===== src/logic/pmtrdt_pkg.sv =====
/*
  Shared sizes, opcodes and payload types for the permute/reduce back end.
  Every design file imports this package; the queue, both units, the merge
  and the top level all exchange the uop and result structs defined here.
*/
`default_nettype none

package pmtrdt_pkg;

  // element and vector geometry
  localparam int sew        = 8;
  localparam int num_elem   = 8;
  localparam int vlen       = sew * num_elem;
  // index of one element inside a vector
  localparam int elem_idx_w = $clog2(num_elem);

  // rob tag and queue sizing
  localparam int rob_idx_w  = 4;
  localparam int rs_depth   = 4;

  // vd_len field, wide enough to hold num_elem
  localparam int len_w      = 4;

  // opcode, 3 bits
  typedef enum logic [2:0] {
    op_cmp_eq   = 3'd0,
    op_cmp_lt   = 3'd1,
    op_red_sum  = 3'd2,
    op_red_max  = 3'd3,
    op_red_or   = 3'd4,
    op_compress = 3'd5
  } pmtrdt_op_e;

  // vs1 seen two ways
  // elem view for compare and reduction, mask view for compress
  typedef union packed {
    logic [num_elem-1:0][sew-1:0] elem;
    struct packed {
      // upper bits unused in the mask view
      logic [vlen-num_elem-1:0] rsvd;
      logic [num_elem-1:0]      mask;
    } m;
  } vs1_u;

  // one micro-op as it sits in the queue
  typedef struct packed {
    logic [rob_idx_w-1:0] rob_idx;
    pmtrdt_op_e           op;
    vs1_u                 vs1;
    logic [vlen-1:0]      vs2;
  } pmtrdt_uop_t;

  // result toward the rob
  // vd_len is 8 for compares, 1 for reductions, kept count for compress
  typedef struct packed {
    logic [rob_idx_w-1:0] rob_idx;
    logic [vlen-1:0]      vd;
    logic [len_w-1:0]     vd_len;
  } pu2rob_t;

endpackage

`default_nettype wire


===== src/logic/pmtrdt_res_if.sv =====
/*
  Result channel from one execution unit to the result merge.
  The unit drives the source modport, the merge the sink modport.
  A result moves on valid and ready; valid and payload hold until taken.
*/
`timescale 1ns/1ps
`default_nettype none

interface pmtrdt_res_if;
  import pmtrdt_pkg::*;

  // handshake
  logic                 valid;
  logic                 ready;
  // payload
  logic [rob_idx_w-1:0] rob_idx;
  logic [vlen-1:0]      vd;
  logic [len_w-1:0]     vd_len;

  // unit side
  modport source (output valid, output rob_idx, output vd, output vd_len, input ready);
  // merge side
  modport sink (input valid, input rob_idx, input vd, input vd_len, output ready);

endinterface

`default_nettype wire


===== src/logic/pmtrdt_rs_queue.sv =====
/*
  Four-entry in-order reservation queue for vector uops.
  Push on in_valid and in_ready; the head is offered to the unit picked by
  its opcode class and popped on that unit's valid and ready.
  A blocked head holds back every entry behind it.
*/
`timescale 1ns/1ps
`default_nettype none

module pmtrdt_rs_queue (
  input  logic                     clk,
  input  logic                     rst,
  input  logic                     in_valid,
  input  pmtrdt_pkg::pmtrdt_uop_t  in_uop,
  output logic                     in_ready,
  output logic                     rdt_valid,
  output pmtrdt_pkg::pmtrdt_uop_t  rdt_uop,
  input  logic                     rdt_ready,
  output logic                     cpr_valid,
  output pmtrdt_pkg::pmtrdt_uop_t  cpr_uop,
  input  logic                     cpr_ready
);
  import pmtrdt_pkg::*;

  localparam int ptr_w = $clog2(rs_depth);
  localparam int cnt_w = $clog2(rs_depth + 1);

  // storage, no reset needed on payload
  pmtrdt_uop_t        mem [rs_depth];
  logic [ptr_w-1:0]   wr_ptr;
  logic [ptr_w-1:0]   rd_ptr;
  logic [cnt_w-1:0]   count;

  pmtrdt_uop_t        head;
  logic               not_empty;
  logic               head_is_cpr;
  logic               push;
  logic               pop;

  assign head        = mem[rd_ptr];
  assign not_empty   = (count != '0);
  // class decode of the head opcode
  assign head_is_cpr = (head.op == op_compress);

  // not full
  assign in_ready  = (count != cnt_w'(rs_depth));

  // only one unit sees valid at a time
  assign rdt_valid = not_empty & ~head_is_cpr;
  assign cpr_valid = not_empty & head_is_cpr;
  assign rdt_uop   = head;
  assign cpr_uop   = head;

  assign push = in_valid & in_ready;
  assign pop  = (rdt_valid & rdt_ready) | (cpr_valid & cpr_ready);

  always_ff @(posedge clk) begin
    if (push) begin
      mem[wr_ptr] <= in_uop;
    end
  end

  // pointers and occupancy
  always_ff @(posedge clk) begin
    if (rst) begin
      wr_ptr <= '0;
      rd_ptr <= '0;
      count  <= '0;
    end else begin
      if (push) begin
        wr_ptr <= wr_ptr + 1'b1;
      end
      if (pop) begin
        rd_ptr <= rd_ptr + 1'b1;
      end
      // push and pop together leave count alone
      if (push && !pop) begin
        count <= count + 1'b1;
      end else if (pop && !push) begin
        count <= count - 1'b1;
      end
    end
  end

endmodule

`default_nettype wire


===== src/logic/pmtrdt_rdt_cmp_unit.sv =====
/*
  Two-stage compare and reduction unit.
  Stage one does the element compares or the first tree level of the
  reduction; stage two finishes the tree, folds in vs1 element 0 and
  forms vd. Results leave through a result channel in accept order.
*/
`timescale 1ns/1ps
`default_nettype none

module pmtrdt_rdt_cmp_unit (
  input  logic                     clk,
  input  logic                     rst,
  input  logic                     uop_valid,
  input  pmtrdt_pkg::pmtrdt_uop_t  uop,
  output logic                     uop_ready,
  pmtrdt_res_if.source             res
);
  import pmtrdt_pkg::*;

  // one step of the reduction operator
  function automatic logic [sew-1:0] red_op(input pmtrdt_op_e op,
                                            input logic [sew-1:0] a,
                                            input logic [sew-1:0] b);
    logic [sew-1:0] r;
    case (op)
      op_red_max: r = ($signed(a) > $signed(b)) ? a : b;
      op_red_or:  r = a | b;
      // sum wraps mod 256
      default:    r = a + b;
    endcase
    return r;
  endfunction

  logic [num_elem-1:0][sew-1:0]   vs2_e;
  logic [num_elem-1:0]            cmp_mask;
  logic [num_elem/2-1:0][sew-1:0] part;

  // stage one registers
  logic                           s1_valid;
  logic [rob_idx_w-1:0]           s1_rob_idx;
  pmtrdt_op_e                     s1_op;
  logic [sew-1:0]                 s1_acc;
  logic [num_elem-1:0]            s1_mask;
  logic [num_elem/2-1:0][sew-1:0] s1_part;

  logic                           s1_is_cmp;
  logic [sew-1:0]                 scalar;

  // stage two registers
  logic                           s2_valid;
  logic [rob_idx_w-1:0]           s2_rob_idx;
  logic [vlen-1:0]                s2_vd;
  logic [len_w-1:0]               s2_vd_len;

  logic                           s2_adv;
  logic                           s1_free;

  // stage two can load when empty or being drained
  assign s2_adv    = ~s2_valid | res.ready;
  assign s1_free   = ~s1_valid | s2_adv;
  assign uop_ready = s1_free;

  assign vs2_e = uop.vs2;

  always_comb begin
    for (int i = 0; i < num_elem; i++) begin
      // lt compares vs2 against vs1, signed
      if (uop.op == op_cmp_eq) begin
        cmp_mask[i] = (vs2_e[i] == uop.vs1.elem[i]);
      end else begin
        cmp_mask[i] = ($signed(vs2_e[i]) < $signed(uop.vs1.elem[i]));
      end
    end
    // first tree level, adjacent pairs
    for (int j = 0; j < num_elem / 2; j++) begin
      part[j] = red_op(uop.op, vs2_e[2*j], vs2_e[2*j+1]);
    end
  end

  // rest of the tree, then vs1 element 0
  assign scalar = red_op(s1_op, s1_acc,
                         red_op(s1_op, red_op(s1_op, s1_part[0], s1_part[1]),
                                       red_op(s1_op, s1_part[2], s1_part[3])));
  assign s1_is_cmp = (s1_op == op_cmp_eq) || (s1_op == op_cmp_lt);

  always_ff @(posedge clk) begin
    if (rst) begin
      s1_valid <= 1'b0;
      s2_valid <= 1'b0;
    end else begin
      if (s1_free) begin
        s1_valid <= uop_valid;
      end
      if (s2_adv) begin
        s2_valid <= s1_valid;
      end
    end
  end

  always_ff @(posedge clk) begin
    if (s1_free && uop_valid) begin
      s1_rob_idx <= uop.rob_idx;
      s1_op      <= uop.op;
      s1_acc     <= uop.vs1.elem[0];
      s1_mask    <= cmp_mask;
      s1_part    <= part;
    end
    // mask or scalar lands in the low byte
    if (s2_adv && s1_valid) begin
      s2_rob_idx <= s1_rob_idx;
      s2_vd      <= {{(vlen-sew){1'b0}}, (s1_is_cmp ? s1_mask : scalar)};
      s2_vd_len  <= s1_is_cmp ? len_w'(num_elem) : len_w'(1);
    end
  end

  assign res.valid   = s2_valid;
  assign res.rob_idx = s2_rob_idx;
  assign res.vd      = s2_vd;
  assign res.vd_len  = s2_vd_len;

endmodule

`default_nettype wire


===== src/logic/pmtrdt_compress_unit.sv =====
/*
  Two-stage compress unit.
  Stage one reads vs1 as a mask and registers the prefix count for each
  element; stage two packs the selected vs2 elements from element 0,
  zero-fills the rest and reports the kept count in vd_len.
*/
`timescale 1ns/1ps
`default_nettype none

module pmtrdt_compress_unit (
  input  logic                     clk,
  input  logic                     rst,
  input  logic                     uop_valid,
  input  pmtrdt_pkg::pmtrdt_uop_t  uop,
  output logic                     uop_ready,
  pmtrdt_res_if.source             res
);
  import pmtrdt_pkg::*;

  logic [num_elem-1:0][elem_idx_w-1:0] pfx;
  logic [len_w-1:0]                    total;

  // stage one registers
  logic                                s1_valid;
  logic [rob_idx_w-1:0]                s1_rob_idx;
  logic [num_elem-1:0]                 s1_sel;
  logic [num_elem-1:0][elem_idx_w-1:0] s1_pfx;
  logic [len_w-1:0]                    s1_total;
  logic [num_elem-1:0][sew-1:0]        s1_vs2;

  logic [num_elem-1:0][sew-1:0]        packed_vd;

  // stage two registers
  logic                                s2_valid;
  logic [rob_idx_w-1:0]                s2_rob_idx;
  logic [vlen-1:0]                     s2_vd;
  logic [len_w-1:0]                    s2_vd_len;

  logic                                s2_adv;
  logic                                s1_free;

  assign s2_adv    = ~s2_valid | res.ready;
  assign s1_free   = ~s1_valid | s2_adv;
  assign uop_ready = s1_free;

  // exclusive prefix popcount of the mask
  always_comb begin
    total = '0;
    for (int i = 0; i < num_elem; i++) begin
      pfx[i] = total[elem_idx_w-1:0];
      total  = total + len_w'(uop.vs1.m.mask[i]);
    end
  end

  // scatter selected elements to their packed slot
  always_comb begin
    packed_vd = '0;
    for (int i = 0; i < num_elem; i++) begin
      if (s1_sel[i]) begin
        packed_vd[s1_pfx[i]] = s1_vs2[i];
      end
    end
  end

  always_ff @(posedge clk) begin
    if (rst) begin
      s1_valid <= 1'b0;
      s2_valid <= 1'b0;
    end else begin
      if (s1_free) begin
        s1_valid <= uop_valid;
      end
      if (s2_adv) begin
        s2_valid <= s1_valid;
      end
    end
  end

  always_ff @(posedge clk) begin
    if (s1_free && uop_valid) begin
      s1_rob_idx <= uop.rob_idx;
      s1_sel     <= uop.vs1.m.mask;
      s1_pfx     <= pfx;
      s1_total   <= total;
      s1_vs2     <= uop.vs2;
    end
    if (s2_adv && s1_valid) begin
      s2_rob_idx <= s1_rob_idx;
      s2_vd      <= packed_vd;
      s2_vd_len  <= s1_total;
    end
  end

  assign res.valid   = s2_valid;
  assign res.rob_idx = s2_rob_idx;
  assign res.vd      = s2_vd;
  assign res.vd_len  = s2_vd_len;

endmodule

`default_nettype wire


===== src/logic/pmtrdt_result_merge.sv =====
/*
  Round-robin merge of the two unit result channels onto one ROB port.
  rob_valid follows the unit valids combinationally; with both valid the
  unit not granted last wins. The grant pointer moves only on a completed
  ROB transfer, and starts out favoring the compare/reduction unit.
*/
`timescale 1ns/1ps
`default_nettype none

module pmtrdt_result_merge (
  input  logic                 clk,
  input  logic                 rst,
  pmtrdt_res_if.sink           rdt,
  pmtrdt_res_if.sink           cpr,
  output logic                 rob_valid,
  output pmtrdt_pkg::pu2rob_t  rob_result,
  input  logic                 rob_ready
);
  import pmtrdt_pkg::*;

  // set when compress held the last grant
  logic last_cpr;
  logic grant_cpr;
  logic grant_rdt;

  // compress wins if alone or if rdt went last
  assign grant_cpr = cpr.valid & (~rdt.valid | ~last_cpr);
  assign grant_rdt = rdt.valid & ~grant_cpr;

  assign rob_valid = rdt.valid | cpr.valid;

  // steer the granted channel
  always_comb begin
    if (grant_cpr) begin
      rob_result.rob_idx = cpr.rob_idx;
      rob_result.vd      = cpr.vd;
      rob_result.vd_len  = cpr.vd_len;
    end else begin
      rob_result.rob_idx = rdt.rob_idx;
      rob_result.vd      = rdt.vd;
      rob_result.vd_len  = rdt.vd_len;
    end
  end

  // ready only to the winner
  assign rdt.ready = rob_ready & grant_rdt;
  assign cpr.ready = rob_ready & grant_cpr;

  // reset value hands the first tie to rdt
  always_ff @(posedge clk) begin
    if (rst) begin
      last_cpr <= 1'b1;
    end else if (rob_valid && rob_ready) begin
      last_cpr <= grant_cpr;
    end
  end

endmodule

`default_nettype wire


===== src/logic/pmtrdt_top.sv =====
/*
  Top level of the vector permute and reduce subsystem.
  Uops enter on a valid/ready port into the reservation queue, run in the
  compare/reduction or compress unit, and leave on the ROB result port.
*/
`timescale 1ns/1ps
`default_nettype none

module pmtrdt_top (
  input  logic                     clk,
  input  logic                     rst,
  input  logic                     uop_valid,
  input  pmtrdt_pkg::pmtrdt_uop_t  uop,
  output logic                     uop_ready,
  output logic                     rob_valid,
  output pmtrdt_pkg::pu2rob_t      rob_result,
  input  logic                     rob_ready
);
  import pmtrdt_pkg::*;

  // queue head toward each unit
  logic        rdt_valid;
  pmtrdt_uop_t rdt_uop;
  logic        rdt_ready;
  logic        cpr_valid;
  pmtrdt_uop_t cpr_uop;
  logic        cpr_ready;

  // unit result channels
  pmtrdt_res_if rdt_res ();
  pmtrdt_res_if cpr_res ();

  pmtrdt_rs_queue u_rs_queue (
    .clk       (clk),
    .rst       (rst),
    .in_valid  (uop_valid),
    .in_uop    (uop),
    .in_ready  (uop_ready),
    .rdt_valid (rdt_valid),
    .rdt_uop   (rdt_uop),
    .rdt_ready (rdt_ready),
    .cpr_valid (cpr_valid),
    .cpr_uop   (cpr_uop),
    .cpr_ready (cpr_ready)
  );

  pmtrdt_rdt_cmp_unit u_rdt_cmp (
    .clk       (clk),
    .rst       (rst),
    .uop_valid (rdt_valid),
    .uop       (rdt_uop),
    .uop_ready (rdt_ready),
    .res       (rdt_res.source)
  );

  pmtrdt_compress_unit u_compress (
    .clk       (clk),
    .rst       (rst),
    .uop_valid (cpr_valid),
    .uop       (cpr_uop),
    .uop_ready (cpr_ready),
    .res       (cpr_res.source)
  );

  pmtrdt_result_merge u_merge (
    .clk        (clk),
    .rst        (rst),
    .rdt        (rdt_res.sink),
    .cpr        (cpr_res.sink),
    .rob_valid  (rob_valid),
    .rob_result (rob_result),
    .rob_ready  (rob_ready)
  );

endmodule

`default_nettype wire


===== config.mk =====
export PLATFORM = sky130hd
export DESIGN_NAME = pmtrdt_top
export DESIGN_NICKNAME = d
export VERILOG_FILES = /design/src/logic/pmtrdt_pkg.sv /design/src/logic/pmtrdt_res_if.sv /design/src/logic/pmtrdt_rs_queue.sv /design/src/logic/pmtrdt_rdt_cmp_unit.sv /design/src/logic/pmtrdt_compress_unit.sv /design/src/logic/pmtrdt_result_merge.sv /design/src/logic/pmtrdt_top.sv
export SDC_FILE = /design/constraint.sdc
export NUM_CORES = 1
export LEC_CHECK = 0
export ABC_AREA = 1
export BUFFER_PORTS_ARGS = -buffer_cell sky130_fd_sc_hd__buf_2
export CAP_MARGIN = 10
export CORE_ASPECT_RATIO = 1.4
export CORE_MARGIN = 5
export CORE_UTILIZATION = 40
export CTS_CLUSTER_DIAMETER = 150
export CTS_CLUSTER_SIZE = 24
export DETAILED_ROUTE_END_ITERATION = 10
export HOLD_SLACK_MARGIN = 0.02
export PLACE_DENSITY_LB_ADDON = 0.1
export SLEW_MARGIN = 10
export SYNTH_ARGS = -nofsm -noshare
export SYNTH_HDL_FRONTEND = slang
export SYNTH_SLANG_ARGS = --single-unit

===== constraint.sdc =====
create_clock -name clk -period 11.1 [get_ports clk]
set_input_delay 2.22 -clock clk [delete_from_list [all_inputs] [get_ports clk]]
set_output_delay 2.22 -clock clk [all_outputs]
set_load 0.02 [all_outputs]

==> results_dict.tcl <==
set metrics [dict create \
    cp_max_delay_cell "sky130_fd_sc_hd__o21ai_1" \
    largest_family_of_logic_cells_by_synthesized_area "compound AO/OA/AOI/OAI gates" \
    place_worst_setup_slack_ns 4.80 \
    fin_worst_setup_slack_ns 4.76 \
    worst_setup_hold_path_clk_slew_ns 0.11 \
    fp.coreArea_um2 101000 \
    initial_core_util_pct 40.1 \
    grt_max_degree 125 \
    yosys-top-cells-area "sky130_fd_sc_hd__edfxtp_1, sky130_fd_sc_hd__ha_1, sky130_fd_sc_hd__nand2_1" \
    synth-simple-area-share_pct 12.0 \
    antenna_found_initial 28 \
    final_layout_size_suffix_gt1_share_pct 11.3 \
    overall_routing_resource_usage_pct 21.9 \
    endpoint_kind "flip-flop" \
    htree_num_levels 2 \
    rsz0062_at_grt "no" \
    cts_post_setup_buffers_inserted 0 \
    drcViolationCount 0 \
    max_slew_margin_pct 13.5 \
    cp_data_required_time_ns 11.57 \
    floorplan.io_pins 213 \
    drt-vias-per-instance 5.38 \
    post_cts_hold_buffer_count 0 \
    synth_fa_ha_area_share_pct 8.74 \
    arrival_ns 6.81 \
    syn_area_per_cell_um2 10.7 \
    wire_length_reported_by_the_detailed_router_um 121000 \
    core.rowCount 138 \
    finalNetCount 4359 \
    synth_xor_area_share_pct 0.498 \
    numPlacedInstances 5233 \
    multiInputGateArea_um2 14700 \
    yosysWarningCount 0 \
    fillerInstances 9609 \
    global_route_wire_length_before_repair_um 178000 \
    final.period_utilization_pct 57.1 \
    antenna_violating_nets_left 0 \
    drv_cap 0 \
    die-width_um 279 \
    vias 28536 \
    synth_edf_count 778 \
    numClockSinks 792 \
    synth_top_cells_by_count "sky130_fd_sc_hd__edfxtp_1, sky130_fd_sc_hd__nand2_1, sky130_fd_sc_hd__inv_1" \
    hold_viol 0 \
    ys_async_sr_fraction_pct 0 \
    fin_tns_setup_ns 0 \
    timing_worst_slew_pin_value_ns 1.28 \
    grt_use_met2_pct 38.8 \
    max_stage_delay_ns 0.59 \
    yosysMostFrequentCell "sky130_fd_sc_hd__edfxtp_1" \
    grt_use_met3_pct 3.27 \
    worst_clock_skew_ns 0.0389 \
    seq_area_frac_synth_pct 58.5 \
    final-setup-viol-count 0 \
    grt_pass1_vias 27266 \
    maxSlewViolCount 0 \
    synth_cells 3764 \
    final-seq-area_um2 23600 \
    gr-max-usage-layer "met2" \
    worst-setup-path-type "flip-flop to flip-flop" \
    routed_length_per_placed_instance_um 22.8 \
    clk-insertion-delay-late_ns 0.62 \
    place_hpwl_um 86300 \
    dieHeight_um 386 \
    synth.cell_area_um2 40400 \
    port_buffers 212 \
    cts-resized-gates 0 \
    synth_mux_area_share_pct 0.588 \
    dominantRegCellSynth "sky130_fd_sc_hd__edfxtp_1" \
    finish.cell_count_without_fillers 5303 \
    synth_compound_area_share_pct 14.3 \
    crit_path_start_kind "flip-flop" \
    synth.distinct_cells 55 \
    cts_max_path_buffers 3 \
    synth-seq-cells 792 \
    cts_tree "built" \
    fmax_mhz 158 \
    clock_buffers_created_by_tritoncts 39 \
    grt.overflow.total 0 \
    met1_usage_pct 27.5 \
    cts-root-buf "sky130_fd_sc_hd__clkbuf_16" \
    drt_pass1_iterations 6 \
    yosysTopAreaCellShare_pct 57.8 \
    period_needed_ns 6.34 \
    gp_congestion 0.959 \
    synth.largest_area_cell "sky130_fd_sc_hd__edfxtp_1" \
    drt_iter0_drc 2170 \
    design.die.area_um2 108000 \
    area.growth.synth_to_final_pct 9.74 \
    worstHoldPathType "flip-flop to flip-flop" \
    outcome "finished clean" \
    synthesized_net_count 4179 \
    critical_path_peak_fanout 16 \
]
layout by cell type, fill, tap and decap left out, drive strengths merged, types with 4 or more instances in the layout:
cell,netlist,final
a21boi,8,8
a21oi,318,318
a31oi,20,20
a32o,49,49
a32oi,74,74
buf,58,296
clkbuf,99,52
clkinv,4,4
dfxtp,14,14
diode,0,14
edfxtp,778,778
fa,11,11
ha,265,265
inv,407,411
mux2,14,14
mux2i,8,8
nand2,700,700
nand3,129,129
nand4,41,41
nor2,247,247
nor3,9,9
nor4,7,7
o211a,8,8
o211ai,36,36
o21ai,261,261
o21bai,14,14
o221ai,65,65
o22ai,35,35
o311ai,4,4
o31ai,16,16
o41ai,8,8
or2,23,23
xnor2,7,7
xor2,16,16
flip-flops by register name, summed over array words and instances, names as in the netlist, 4 cells and up, named ones only:
register / cells
u_compress.s1_total: 4
u_rs_queue.mem: 540
u_compress.s1_pfx: 17
u_rdt_cmp.s1_mask: 8
u_compress.res.vd_len: 4
u_compress.s1_sel: 8
u_compress.res.rob_idx: 4
u_rdt_cmp.s1_acc: 8
u_compress.s1_rob_idx: 4
u_compress.s1_vs2: 64
u_rdt_cmp.s1_rob_idx: 4
u_compress.res.vd: 64
u_rdt_cmp.res.vd: 8
u_rdt_cmp.s1_part: 32
u_rdt_cmp.res.rob_idx: 4
cell type report:
class	instances	share of cell area, %
diodes	14	0.0789
well taps	1330	3.75
multi-input cells	2404	33.0
clock inverters	4	0.118
clock buffers	52	2.36
repair buffers	296	3.87
flip-flops and latches	792	53.3
inverters	411	3.52
layer usage:
| layer | part of all wire, % | up-vias | wire (um) |
|---|---|---|---|
| met5 | 0.14 | - | 170 |
| met4 | 3.6 | 26 | 4400 |
| met3 | 4.9 | 173 | 5950 |
| met2 | 50 | 660 | 60100 |
| met1 | 42 | 13838 | 50300 |
| li1 | - | 13839 | - |
final timing paths:
path         slack [ns]  depth (start not counted)                startpoint                   endpoint
min reg2reg        0.43                          0  u_compress.s1_rob_idx[2]  u_compress.res.rob_idx[2]
min                0.43                          0  u_compress.s1_rob_idx[2]  u_compress.res.rob_idx[2]
max                4.76                         33      u_rdt_cmp.s1_part[6]        u_rdt_cmp.res.vd[4]
max reg2reg        4.76                         33      u_rdt_cmp.s1_part[6]        u_rdt_cmp.res.vd[4]
metrics by stage:
step	hold WS (ns)	util (%)	area, um^2
after floorplan	0.400	-	40400
after global placement	0.402	42.9	43300
after detailed placement	0.405	42.9	43300
after CTS	0.430	44.0	44400
after global routing	0.437	44.0	44400
final	0.429	44.0	44400
cells by family after synthesis:
| logic type | count (synthesis) |
|---|---|
| fa+ha+maj | 276 |
| xor+xnor | 23 |
| buf+inv | 568 |
| simple gates | 1161 |
| compound gates | 922 |
| flops | 792 |
| mux | 22 |
critical path: cells and delay by family (launching register included):
kind                       cells  cell delay (ns)
AOI/OAI and AO/OA             12             2.49
buffers and inverters          6             0.63
DFF                            1             0.43
and+or+nand+nor               12             1.68
adders and majority gates      3             0.96
Power is left out: the tool's default activity adds up to more than one toggle a clock period on the data nets, which glitch-free logic cannot reach.
